$ cat src/logic/mm_trg_pkg.sv
package mm_trg_pkg;

  // one converter beat is sixteen 16-bit slots
  localparam int SAMPLE_WIDTH     = 16;
  localparam int SAMPLES_PER_BEAT = 16;
  localparam int TDATA_WIDTH      = SAMPLE_WIDTH * SAMPLES_PER_BEAT;

  // ADC sample sits in the top bits of each slot
  localparam int ADC_WIDTH = 12;

  // baseline-corrected difference needs one extra bit
  localparam int DELTA_WIDTH = ADC_WIDTH + 1;

  // 8 samples per detection window, two windows per beat
  localparam int HIT_WINDOW       = 8;
  localparam int WINDOWS_PER_BEAT = SAMPLES_PER_BEAT / HIT_WINDOW;

  // free-running time and captured time stamp
  localparam int TIME_WIDTH = 48;

  // programmable pre-acquisition length
  localparam int PRE_LEN_WIDTH = 5;

  // fixed hold after the last hit, in cycles
  localparam int POST_ACQUI_LEN = 38;
  localparam int POST_CNT_WIDTH = 7;

  // output word, msb first:
  // data, delayed time, captured baseline, threshold, time stamp
  localparam int DOUT_WIDTH = TDATA_WIDTH
                            + TIME_WIDTH
                            + ADC_WIDTH
                            + DELTA_WIDTH
                            + TIME_WIDTH;

  // trigger FSM states
  typedef enum logic [1:0] {
    ST_DISARMED,
    ST_ARMED,
    ST_FIRED
  } trg_state_e;

endpackage

$ cat src/logic/sample_compare.sv
`timescale 1ns/100ps

module sample_compare (
  input  logic                                      CLK,
  input  logic                                      RESETN,
  input  logic [mm_trg_pkg::TDATA_WIDTH-1:0]        TDATA,
  input  logic                                      TVALID,
  input  logic [mm_trg_pkg::PRE_LEN_WIDTH-1:0]      PRE_ACQUI_LEN,
  input  logic signed [mm_trg_pkg::DELTA_WIDTH-1:0] THRESHOLD_VAL,
  input  logic signed [mm_trg_pkg::ADC_WIDTH-1:0]   BASELINE,
  output logic [mm_trg_pkg::SAMPLES_PER_BEAT-1:0]   hit_bits,
  output logic signed [mm_trg_pkg::ADC_WIDTH-1:0]   baseline_q,
  output logic signed [mm_trg_pkg::DELTA_WIDTH-1:0] threshold_q,
  output logic [mm_trg_pkg::PRE_LEN_WIDTH-1:0]      pre_len_q
);
  import mm_trg_pkg::*;

  logic signed [ADC_WIDTH-1:0]   sample [SAMPLES_PER_BEAT];
  logic signed [DELTA_WIDTH-1:0] delta  [SAMPLES_PER_BEAT];
  logic [SAMPLES_PER_BEAT-1:0]   hit_d;

  // configuration is captured while in reset and held afterwards
  always_ff @(posedge CLK) begin
    if (!RESETN) begin
      pre_len_q   <= PRE_ACQUI_LEN;
      baseline_q  <= BASELINE;
      threshold_q <= THRESHOLD_VAL;
    end
  end

  // per-slot unpack, baseline subtraction and threshold compare
  for (genvar i = 0; i < SAMPLES_PER_BEAT; i++) begin : g_slot
    // top 12 bits of the slot, low nibble is padding
    assign sample[i] = TDATA[SAMPLE_WIDTH*i + SAMPLE_WIDTH-1 -: ADC_WIDTH];

    // sign extend both operands so the difference cannot wrap
    assign delta[i] = $signed({sample[i][ADC_WIDTH-1], sample[i]})
                    - $signed({baseline_q[ADC_WIDTH-1], baseline_q});

    assign hit_d[i] = (delta[i] >= threshold_q);
  end

  // invalid beats never contribute hits
  always_ff @(posedge CLK) begin
    if (!RESETN || !TVALID) begin
      hit_bits <= '0;
    end else begin
      hit_bits <= hit_d;
    end
  end

  // a gap in the stream leaves no stale hit bits behind
  a_no_hit_on_gap : assert property (
    @(posedge CLK) disable iff (!RESETN)
    !TVALID |=> (hit_bits == '0)
  );

endmodule

$ cat src/logic/hit_window.sv
`timescale 1ns/100ps

module hit_window (
  input  logic                                    CLK,
  input  logic                                    RESETN,
  input  logic [mm_trg_pkg::SAMPLES_PER_BEAT-1:0] hit_bits,
  input  logic                                    armed,
  output logic                                    hit_echo
);
  import mm_trg_pkg::*;

  logic [WINDOWS_PER_BEAT-1:0] win_hit;
  logic                        hit_flag_d;
  logic                        hit_flag;
  logic                        hit_flag_q;

  // a window hits only if every sample in it is over threshold
  for (genvar w = 0; w < WINDOWS_PER_BEAT; w++) begin : g_win
    assign win_hit[w] = &hit_bits[HIT_WINDOW*w +: HIT_WINDOW];
  end

  assign hit_flag_d = |win_hit;

  // flag and its previous value, both held at zero while disarmed
  always_ff @(posedge CLK) begin
    if (!RESETN || !armed) begin
      hit_flag   <= 1'b0;
      hit_flag_q <= 1'b0;
    end else begin
      hit_flag   <= hit_flag_d;
      hit_flag_q <= hit_flag;
    end
  end

  // stretch every hit to at least two cycles
  assign hit_echo = hit_flag | hit_flag_q;

  // stretched echo survives its first cycle unless the trigger disarms
  a_echo_min_two : assert property (
    @(posedge CLK) disable iff (!RESETN)
    (armed && $rose(hit_echo)) |=> hit_echo
  );

endmodule

$ cat src/logic/trigger_ctrl.sv
`timescale 1ns/100ps

module trigger_ctrl (
  input  logic                                 CLK,
  input  logic                                 RESETN,
  input  logic                                 TVALID,
  input  logic                                 ALL_MODULE_READY,
  input  logic [mm_trg_pkg::PRE_LEN_WIDTH-1:0] pre_len_q,
  input  logic                                 hit_echo,
  output logic                                 armed,
  output logic                                 triggered
);
  import mm_trg_pkg::*;

  logic [PRE_LEN_WIDTH-1:0]  pre_cnt;
  logic                      pre_done;
  logic                      ready_now;
  logic [POST_CNT_WIDTH-1:0] post_cnt;
  logic                      post_done;
  trg_state_e                state;
  trg_state_e                state_nxt;

  assign pre_done  = (pre_cnt == pre_len_q - 1'b1);
  assign post_done = (post_cnt == POST_CNT_WIDTH'(POST_ACQUI_LEN - 1));

  // consecutive valid beats, any gap starts over
  always_ff @(posedge CLK) begin
    if (!RESETN) begin
      pre_cnt <= '0;
    end else if (!TVALID) begin
      pre_cnt <= '0;
    end else if (!pre_done) begin
      pre_cnt <= pre_cnt + 1'b1;
    end
  end

  assign ready_now = TVALID & ALL_MODULE_READY & pre_done;

  always_ff @(posedge CLK) begin
    if (!RESETN) begin
      armed <= 1'b0;
    end else begin
      armed <= ready_now;
    end
  end

  // post counter restarts on every echo, saturates at the hold length
  always_ff @(posedge CLK) begin
    if (!RESETN || !armed) begin
      post_cnt <= '0;
    end else if (hit_echo) begin
      post_cnt <= '0;
    end else if (!post_done) begin
      post_cnt <= post_cnt + 1'b1;
    end
  end

  always_comb begin
    state_nxt = state;
    case (state)
      ST_DISARMED: begin
        if (armed) begin
          state_nxt = ST_ARMED;
        end
      end
      ST_ARMED: begin
        if (hit_echo) begin
          state_nxt = ST_FIRED;
        end
      end
      ST_FIRED: begin
        // a fresh echo keeps the trigger open
        if (!hit_echo && post_done) begin
          state_nxt = ST_ARMED;
        end
      end
      default: begin
        state_nxt = ST_DISARMED;
      end
    endcase
    // losing readiness overrides everything
    if (!armed) begin
      state_nxt = ST_DISARMED;
    end
  end

  always_ff @(posedge CLK) begin
    if (!RESETN) begin
      state <= ST_DISARMED;
    end else begin
      state <= state_nxt;
    end
  end

  assign triggered = (state == ST_FIRED);

  a_no_rise_disarmed : assert property (
    @(posedge CLK) disable iff (!RESETN)
    $rose(triggered) |-> $past(armed)
  );

  a_post_cnt_bound : assert property (
    @(posedge CLK) disable iff (!RESETN)
    (state == ST_FIRED) |-> (post_cnt <= POST_CNT_WIDTH'(POST_ACQUI_LEN - 1))
  );

endmodule

$ cat src/logic/event_capture.sv
`timescale 1ns/100ps

module event_capture (
  input  logic                                      CLK,
  input  logic                                      RESETN,
  input  logic [mm_trg_pkg::TDATA_WIDTH-1:0]        TDATA,
  input  logic                                      TVALID,
  input  logic [mm_trg_pkg::TIME_WIDTH-1:0]         CURRENT_TIME,
  input  logic                                      triggered,
  input  logic signed [mm_trg_pkg::ADC_WIDTH-1:0]   baseline_q,
  input  logic signed [mm_trg_pkg::DELTA_WIDTH-1:0] threshold_q,
  output logic [mm_trg_pkg::DOUT_WIDTH-1:0]         DOUT,
  output logic                                      VALID
);
  import mm_trg_pkg::*;

  logic [TDATA_WIDTH-1:0] data_q1;
  logic [TDATA_WIDTH-1:0] data_fmt;
  logic [TDATA_WIDTH-1:0] data_q2;
  logic [TDATA_WIDTH-1:0] data_q3;
  logic                   valid_q1;
  logic                   valid_q2;
  logic                   valid_q3;
  logic [TIME_WIDTH-1:0]  time_q1;
  logic [TIME_WIDTH-1:0]  time_q2;
  logic [TIME_WIDTH-1:0]  time_q3;
  logic                   trig_q;
  logic                   trig_rise;
  logic [TIME_WIDTH-1:0]  time_stamp;
  logic [ADC_WIDTH-1:0]   baseline_cap;

  // drop the padding nibble, zero extend back to slot width
  for (genvar i = 0; i < SAMPLES_PER_BEAT; i++) begin : g_fmt
    assign data_fmt[SAMPLE_WIDTH*i +: SAMPLE_WIDTH] =
      {{(SAMPLE_WIDTH - ADC_WIDTH){1'b0}},
       data_q1[SAMPLE_WIDTH*i + SAMPLE_WIDTH-1 -: ADC_WIDTH]};
  end

  // three stage delay, lines up with the trigger decision
  always_ff @(posedge CLK) begin
    if (!RESETN) begin
      data_q1  <= '1;
      data_q2  <= '1;
      data_q3  <= '1;
      valid_q1 <= 1'b0;
      valid_q2 <= 1'b0;
      valid_q3 <= 1'b0;
      time_q1  <= '0;
      time_q2  <= '0;
      time_q3  <= '0;
    end else begin
      data_q1  <= TDATA;
      data_q2  <= data_fmt;
      data_q3  <= data_q2;
      valid_q1 <= TVALID;
      valid_q2 <= valid_q1;
      valid_q3 <= valid_q2;
      time_q1  <= CURRENT_TIME;
      time_q2  <= time_q1;
      time_q3  <= time_q2;
    end
  end

  assign trig_rise = triggered & ~trig_q;

  // stamp and baseline are taken once per trigger, held until the next
  always_ff @(posedge CLK) begin
    if (!RESETN) begin
      trig_q       <= 1'b0;
      time_stamp   <= '0;
      baseline_cap <= '0;
    end else begin
      trig_q <= triggered;
      if (trig_rise) begin
        time_stamp   <= CURRENT_TIME;
        baseline_cap <= baseline_q;
      end
    end
  end

  assign DOUT  = {data_q3, time_q3, baseline_cap, threshold_q, time_stamp};
  assign VALID = valid_q3;

  a_valid_lat_hi : assert property (
    @(posedge CLK) disable iff (!RESETN)
    TVALID |-> ##3 VALID
  );

  a_valid_lat_lo : assert property (
    @(posedge CLK) disable iff (!RESETN)
    !TVALID |-> ##3 !VALID
  );

endmodule

$ cat src/logic/mm_trigger_top.sv
`timescale 1ns/100ps

module mm_trigger_top (
  input  logic                                      CLK,
  input  logic                                      RESETN,
  input  logic [mm_trg_pkg::TDATA_WIDTH-1:0]        TDATA,
  input  logic                                      TVALID,
  input  logic                                      ALL_MODULE_READY,
  input  logic [mm_trg_pkg::PRE_LEN_WIDTH-1:0]      PRE_ACQUI_LEN,
  input  logic signed [mm_trg_pkg::DELTA_WIDTH-1:0] THRESHOLD_VAL,
  input  logic signed [mm_trg_pkg::ADC_WIDTH-1:0]   BASELINE,
  input  logic [mm_trg_pkg::TIME_WIDTH-1:0]         CURRENT_TIME,
  output logic                                      TRIGGERED,
  output logic [mm_trg_pkg::DOUT_WIDTH-1:0]         DOUT,
  output logic                                      VALID
);
  import mm_trg_pkg::*;

  logic [SAMPLES_PER_BEAT-1:0]   hit_bits;
  logic signed [ADC_WIDTH-1:0]   baseline_q;
  logic signed [DELTA_WIDTH-1:0] threshold_q;
  logic [PRE_LEN_WIDTH-1:0]      pre_len_q;
  logic                          hit_echo;
  logic                          armed;

  sample_compare u_sample_compare (
    .CLK           (CLK),
    .RESETN        (RESETN),
    .TDATA         (TDATA),
    .TVALID        (TVALID),
    .PRE_ACQUI_LEN (PRE_ACQUI_LEN),
    .THRESHOLD_VAL (THRESHOLD_VAL),
    .BASELINE      (BASELINE),
    .hit_bits      (hit_bits),
    .baseline_q    (baseline_q),
    .threshold_q   (threshold_q),
    .pre_len_q     (pre_len_q)
  );

  hit_window u_hit_window (
    .CLK      (CLK),
    .RESETN   (RESETN),
    .hit_bits (hit_bits),
    .armed    (armed),
    .hit_echo (hit_echo)
  );

  trigger_ctrl u_trigger_ctrl (
    .CLK              (CLK),
    .RESETN           (RESETN),
    .TVALID           (TVALID),
    .ALL_MODULE_READY (ALL_MODULE_READY),
    .pre_len_q        (pre_len_q),
    .hit_echo         (hit_echo),
    .armed            (armed),
    .triggered        (TRIGGERED)
  );

  event_capture u_event_capture (
    .CLK          (CLK),
    .RESETN       (RESETN),
    .TDATA        (TDATA),
    .TVALID       (TVALID),
    .CURRENT_TIME (CURRENT_TIME),
    .triggered    (TRIGGERED),
    .baseline_q   (baseline_q),
    .threshold_q  (threshold_q),
    .DOUT         (DOUT),
    .VALID        (VALID)
  );

endmodule

$ cat config.mk
export PLATFORM = sky130hd
export DESIGN_NAME = mm_trigger_top
export DESIGN_NICKNAME = d
export VERILOG_FILES = /design/src/logic/mm_trg_pkg.sv /design/src/logic/sample_compare.sv /design/src/logic/hit_window.sv /design/src/logic/trigger_ctrl.sv /design/src/logic/event_capture.sv /design/src/logic/mm_trigger_top.sv
export SDC_FILE = /design/constraint.sdc
export NUM_CORES = 1
export LEC_CHECK = 0
export BUFFER_PORTS_ARGS = -buffer_cell sky130_fd_sc_hd__buf_2
export CAP_MARGIN = 10
export CELL_PAD_IN_SITES_DETAIL_PLACEMENT = 1
export CELL_PAD_IN_SITES_GLOBAL_PLACEMENT = 1
export CORE_MARGIN = 2
export CORE_UTILIZATION = 43
export DETAILED_ROUTE_END_ITERATION = 12
export HOLD_SLACK_MARGIN = 0.02
export PLACE_DENSITY_LB_ADDON = 0.1
export SLEW_MARGIN = 20
export SYNTH_ARGS = -nofsm -noshare
export SYNTH_HDL_FRONTEND = slang
export SYNTH_HIERARCHICAL = 1
export SYNTH_SLANG_ARGS = --single-unit
$ cat constraint.sdc
create_clock -name CLK -period 5.2 [get_ports CLK]
set_clock_uncertainty 0.05 [all_clocks]
set_input_delay 0 -clock CLK [delete_from_list [all_inputs] [get_ports CLK]]
set_output_delay 0 -clock CLK [all_outputs]
set_load 0.1 [all_outputs]
Word-level counts from Yosys, hierarchy flattened
Cells that the tools add are included.
{"block": "op_classes", "addsub": 19, "n_mul": 0, "div_mod_pow": 0, "magnitude_cmp": 16, "eq_ne": 6, "shift": 0, "n_mux": 4, "bitwise": 5, "n_reduce_logical": 15}
{"cell": "two-way mux 256 bit", "count": 1}
{"cell": ">= comparator 13 bit", "count": 16}
{"cell": "subtractor 12 x 12 -> 13 bit", "count": 16}
{"cell": "AND reduction 8 bit", "count": 2}
{"cell": "adder 7 x 1 -> 7 bit (second input constant)", "count": 1}
{"cell": "equality test 7 x 6 -> 1 bit (second input constant)", "count": 1}
{"cell": "one-hot mux 2 bit (3 select lines)", "count": 1}
{"cell": "AND reduction 2 bit", "count": 3}
{"cell": "adder 5 x 1 -> 5 bit (second input constant)", "count": 1}
{"cell": "equality test 5 bit", "count": 1}
{"cell": "subtractor 5 x 1 -> 5 bit (second input constant)", "count": 1}
{"cell": "logical NOT 1 bit", "count": 4}
{"cell": "two-way mux 2 bit", "count": 2}
{"cell": "OR reduction 2 bit", "count": 2}
{"cell": "AND 1 bit", "count": 3}
{"cell": "equality test 2 x 1 -> 1 bit (second input constant)", "count": 1}
{"cell": "equality test 2 bit (second input constant)", "count": 1}
{"cell": "logical NOT 2 bit", "count": 1}
{"cell": "logical OR 1 bit", "count": 2}
{"cell": "!= test 2 x 1 -> 1 bit (second input constant)", "count": 1}
{"cell": "!= test 2 bit (second input constant)", "count": 1}
{"cell": "logical AND 1 bit", "count": 1}
{"cell": "inverter 1 bit", "count": 1}
{"cell": "OR 1 bit", "count": 1}
{"block": "word_totals", "regBits": 1039, "latchBits": 0, "mem_bits_rw": 0, "mem_bits_ro": 0, "inputBits": 338, "out_inout_bits": 379, "wordCells": 88, "memories": 0}

Logic depth before layout (Yosys ltp)
{"block": "depth", "word_depth": 5, "depth_mapped": 17, "depth_no_buf": 17}

Modules after synthesis
The synthesis kept the hierarchy.
{"module": "event_capture", "instances": 1, "cells_each": 1865, "area_per_inst_um2": 22287.6, "seq_area_each_um2": 15735.1}
{"module": "sample_compare", "instances": 1, "cells_each": 1616, "area_per_inst_um2": 13769.5, "seq_area_each_um2": 1221.2}
{"module": "trigger_ctrl", "instances": 1, "cells_each": 88, "area_per_inst_um2": 795.8, "seq_area_each_um2": 300.3}
{"module": "hit_window", "instances": 1, "cells_each": 11, "area_per_inst_um2": 95.1, "seq_area_each_um2": 40.0}

Least setup slack after synthesis
OpenSTA, ideal clock, no wires.
{"block": "synth_path", "path_kind": "register -> register", "startpoint": "register u_sample_compare/baseline_q[1] (netlist name)", "endpoint": "register u_sample_compare/hit_bits[10] (netlist name)", "setup_ps": 70, "t_arrival_ps": 3565, "required_ps": 5080, "setup_slack_ps": 1514, "stages_incl_launch_ff": 13, "n_path_buf": 0, "period_less_slack_ps": 3686, "path_cell_list": "edfxtp_1 -> inv_1 -> fa_1 -> a21o_1 -> a21oi_2 -> nor2b_1 -> or2_1 -> a221o_1 -> xor2_1 -> ha_1 -> nand4_1 -> or4_1 -> a21oi_1"}
{"block": "synth_via", "elab_chain_cells": 2}
{"item": "from (decl)", "line": "sample_compare.sv:12", "text": "output logic signed [mm_trg_pkg::ADC_WIDTH-1:0] baseline_q,"}
{"item": "from (signal assigned)", "line": "sample_compare.sv:26", "text": "baseline_q <= BASELINE;"}
{"item": "subtractor 12 x 12 -> 13 bit", "line": "sample_compare.sv:38", "text": "- $signed({baseline_q[ADC_WIDTH-1], baseline_q});"}
{"item": ">= comparator 13 bit", "line": "sample_compare.sv:40", "text": "assign hit_d[i] = (delta[i] >= threshold_q);"}
{"item": "to (signal assigned)", "line": "sample_compare.sv:48", "text": "hit_bits <= hit_d;"}
{"item": "to (decl)", "line": "sample_compare.sv:11", "text": "output logic [mm_trg_pkg::SAMPLES_PER_BEAT-1:0] hit_bits,"}
No other way between the ends.
A chain may end at the register's enable or synchronous reset.

Final worst setup path
{"block": "layout_path", "startpoint": "register u_sample_compare/baseline_q[5] (netlist name)", "endpoint": "register u_sample_compare/hit_bits[12] (netlist name)"}
Same word-level chain as after synthesis.

==> impl_metrics.ini <==
[status]
status = complete, no violations

[synth]
synthDistinctLibCells = 75
syn_area_per_cell_um2 = 10.3
ys_seq_elements = 849
ys_seq_area_share_pct = 46.8
synthFlopType = dfxtp_1
synth-edff-count = 30
yosysWarnings = 6
synthArstFlopShare_pct = 0
synth_nets = 4338
syn-cell-area_um2 = 36900
syn_inst = 3580

[sta]
finalHoldViolCount = 0
tightest_slew_ns = 1.13
relSlewSlack_pct = 24.7
holdWs_ns = 0.0446
rsz0062_at_grt = false
fin_setup_tns_ns = 0
setup_viol = 0
min_period_ns = 4.32
clock.fmax_mhz = 231
slew_violations = 0
fin_crit_sh_pct = 83.2

[critical_path]
start_kind = register
ff2ff_path_depth = 15
rrSetupSlack_ns = 0.88
worst_ep_arrival_time_ns = 4.78
crit_fanout = 10
crit_start = u_sample_compare/baseline_q[5]
endpoint = u_sample_compare/hit_bits[12]
crit_type = register to register
r2r-start = u_sample_compare/baseline_q[5]
crit_required_ns = 5.66
worstReg2RegEnd = u_sample_compare/hit_bits[12]
crit_path_end_kind = register

[floorplan]
core-area_um2 = 85100
num_rows = 107
ios = 717
fp.dieW_um = 297
die_area_um2 = 88300
initial_core_util_pct = 43.4
die_y_um = 297

[layout]
final_layout_size_suffix_gt1_share_pct = 19.2
nNetsFinal = 5265
area_growth_pct = 28.1
finish.utilization_pct = 55.6
fillCellCount = 9495

[placed_design]
dpl.hpwl_um = 77400
gp_congestion = 0.837
portBuffers = 652

[global_routing]
grt_max_degree = 177
grt_usage_pct = 26.4
grt_pass1_vias = 29718
grt_overflow = 0
antenna_found_initial = 19
grt_pass1_wl_um = 180000

[detailed_routing]
wl_per_cell_um = 20.9
first_iter_violations = 1321
drc = 0
antenna_left = 0
num_vias = 28534
wirelength_um = 120000
dr.pass1.iters = 4
vias_per_cell = 4.98

[clock_network]
clk_pin_slew_worst_paths_ns = 0.06
cts_setup_buffers = 0
cts_root_buf = clkbuf_16
clk_latency_ns = 0.69
cts_tree = done
cts.htree.levels = 3
cts-buffers-inserted = 90
clockBufferDepth = 3
clock_sink_count = 849

[worst_hold_path]
hp-class = input port to register

[pwr]
max-vdd-ir-drop_mv = 0.276
total_power_w = 0.0175
powerDensity_nw_per_um2 = 370
p_leak_nw = 21.4

[flow_run]
maxCapViolCount = 0
-- worst min-delay path by stage --
stage / to / slack [ns] / depth (start not counted) / from
6_report: u_event_capture/data_q1[234] / 0.04 / 3 / TDATA[234]
5_1_grt: u_event_capture/data_q1[234] / 0.03 / 3 / TDATA[234]
4_1_cts: u_event_capture/data_q1[233] / 0.02 / 3 / TDATA[233]
3_5_place_dp: u_sample_compare/threshold_q[10] / 0.13 / 1 / THRESHOLD_VAL[10]
3_3_place_gp: u_sample_compare/threshold_q[5] / 0.13 / 1 / THRESHOLD_VAL[5]
2_1_floorplan: u_event_capture/data_q1[117] / 0.05 / 1 / TDATA[117]
-- metal layers --
layer  wire, um  GRT usage (%)  vias up
met4       4800           10.4        8
met5         57              0        -
li1           -              -    13862
met1      48300           30.4    13647
met2      60000           47.7      774
met3       6570           5.32      243
-- cells in the mapped netlist (30+ instances only) --
master / instances / area share, %
inv_1: 188 / 1.9
a21oi_1: 138 / 1.9
edfxtp_1: 30 / 2.4
nor2b_1: 45 / 0.76
ha_1: 404 / 14
nor2_1: 123 / 1.2
buf_4: 92 / 1.9
or2b_1: 40 / 0.81
xor2_1: 40 / 0.95
a21o_1: 83 / 1.7
nand4_1: 55 / 0.93
nand2b_1: 561 / 9.5
nand2_1: 169 / 1.7
and2_1: 100 / 1.7
clkbuf_1: 60 / 0.61
dfxtp_1: 819 / 44
o21ai_0: 71 / 0.96
xnor2_1: 112 / 2.7
mux2i_1: 64 / 1.7
-- per-stage QoR --
stage | std cells | cell area, um^2 | worst slack (ns)
CTS | 5716 | 47300 | 0.860
finish | 5735 | 47300 | 0.876
global placement | 5234 | 40900 | 1.02
global route | 5732 | 47300 | 0.603
detailed placement | 5234 | 40900 | 0.943
floorplan | 3580 | 36900 | 1.51
-- cell usage in the layout (no fill, tap or decap), drive strengths merged, types with 13 or more instances in the layout --
cell type | netlist | final
o211ai | 17 | 17
o21a | 27 | 27
o21ai | 96 | 96
nand3 | 27 | 27
nor2 | 123 | 123
nor3 | 21 | 21
nand2 | 169 | 169
clkbuf | 61 | 124
clkinv | 0 | 27
fa | 16 | 16
nand4 | 55 | 55
or2b | 40 | 40
a21o | 83 | 83
dlygate4sd3 | 0 | 325
inv | 188 | 187
buf | 115 | 686
nor2b | 45 | 45
and2 | 100 | 100
mux2i | 64 | 64
ha | 404 | 404
or2 | 13 | 13
a31oi | 17 | 17
edfxtp | 30 | 30
dfxtp | 819 | 819
diode | 0 | 15
xor2 | 40 | 40
a211oi | 28 | 28
nand2b | 566 | 566
xnor2 | 112 | 112
a21oi | 156 | 156
-- kinds of logic after synthesis --
| kind of cell | synth area share, % |
|---|---|
| compound gates | 9.57 |
| xor+xnor | 3.60 |
| fa+ha+maj | 14.5 |
| buf+inv | 4.75 |
| flops | 46.8 |
| mux | 1.73 |
| simple gates | 19.0 |
-- critical path: stages, from the launching register on --
cell and delay (ns):
edfxtp_1 0.35, clkinv_1 0.81, buf_4 0.55, ha_1 0.36, a21o_1 0.18, a21oi_1 0.23, o21ai_1 0.11, a21oi_1 0.23
a211oi_1 0.16, xnor2_1 0.17, ha_1 0.32, a21o_1 0.19, a21oi_1 0.16, o2111ai_1 0.12, o21ai_0 0.09, a21oi_1 0.10
-- state kept, by name (all words and copies together) (netlist names), 12 cells and up --
signal and cells:
u_sample_compare/threshold_q 13, u_event_capture/time_q2 48, u_event_capture/time_q3 48, u_event_capture/baseline_cap 12, u_event_capture/time_stamp 48, u_sample_compare/baseline_q 12, u_event_capture/data_q1 192, u_sample_compare/hit_bits 16
u_event_capture/time_q1 48, u_event_capture/data_q2 193, u_event_capture/data_q3 193
-- repair_timing --
| action | 4_1_cts | 5_1_grt |
|---|---|---|
| hold buffers | 321 | 4 |
| resized for setup | 0 | 0 |
| hold endpoints to repair | 402 | 4 |
-- report_power, final --
part	leakage (nW)	internal [W]	switching [W]	total, W
Sequential	7.04	0.00680	0.0000831	0.00689
Clock	1.51	0.00386	0.00284	0.00670
Combinational	12.9	0.00152	0.00243	0.00394
-- cell type report --
cell class	count	area, um^2	share of cell area [%]
Clock buffer	124	2560	5.41
Timing Repair Buffer	1011	6840	14.5
Clock inverter	37	558	1.18
Antenna cell	15	37.5	0.0793
Sequential cell	849	17300	36.5
Tap cell	1144	1430	3.02
Multi-Input combinational cell	2367	17900	37.8
Inverter	188	706	1.49
Note: power is estimated with default switching activity, not from simulation.
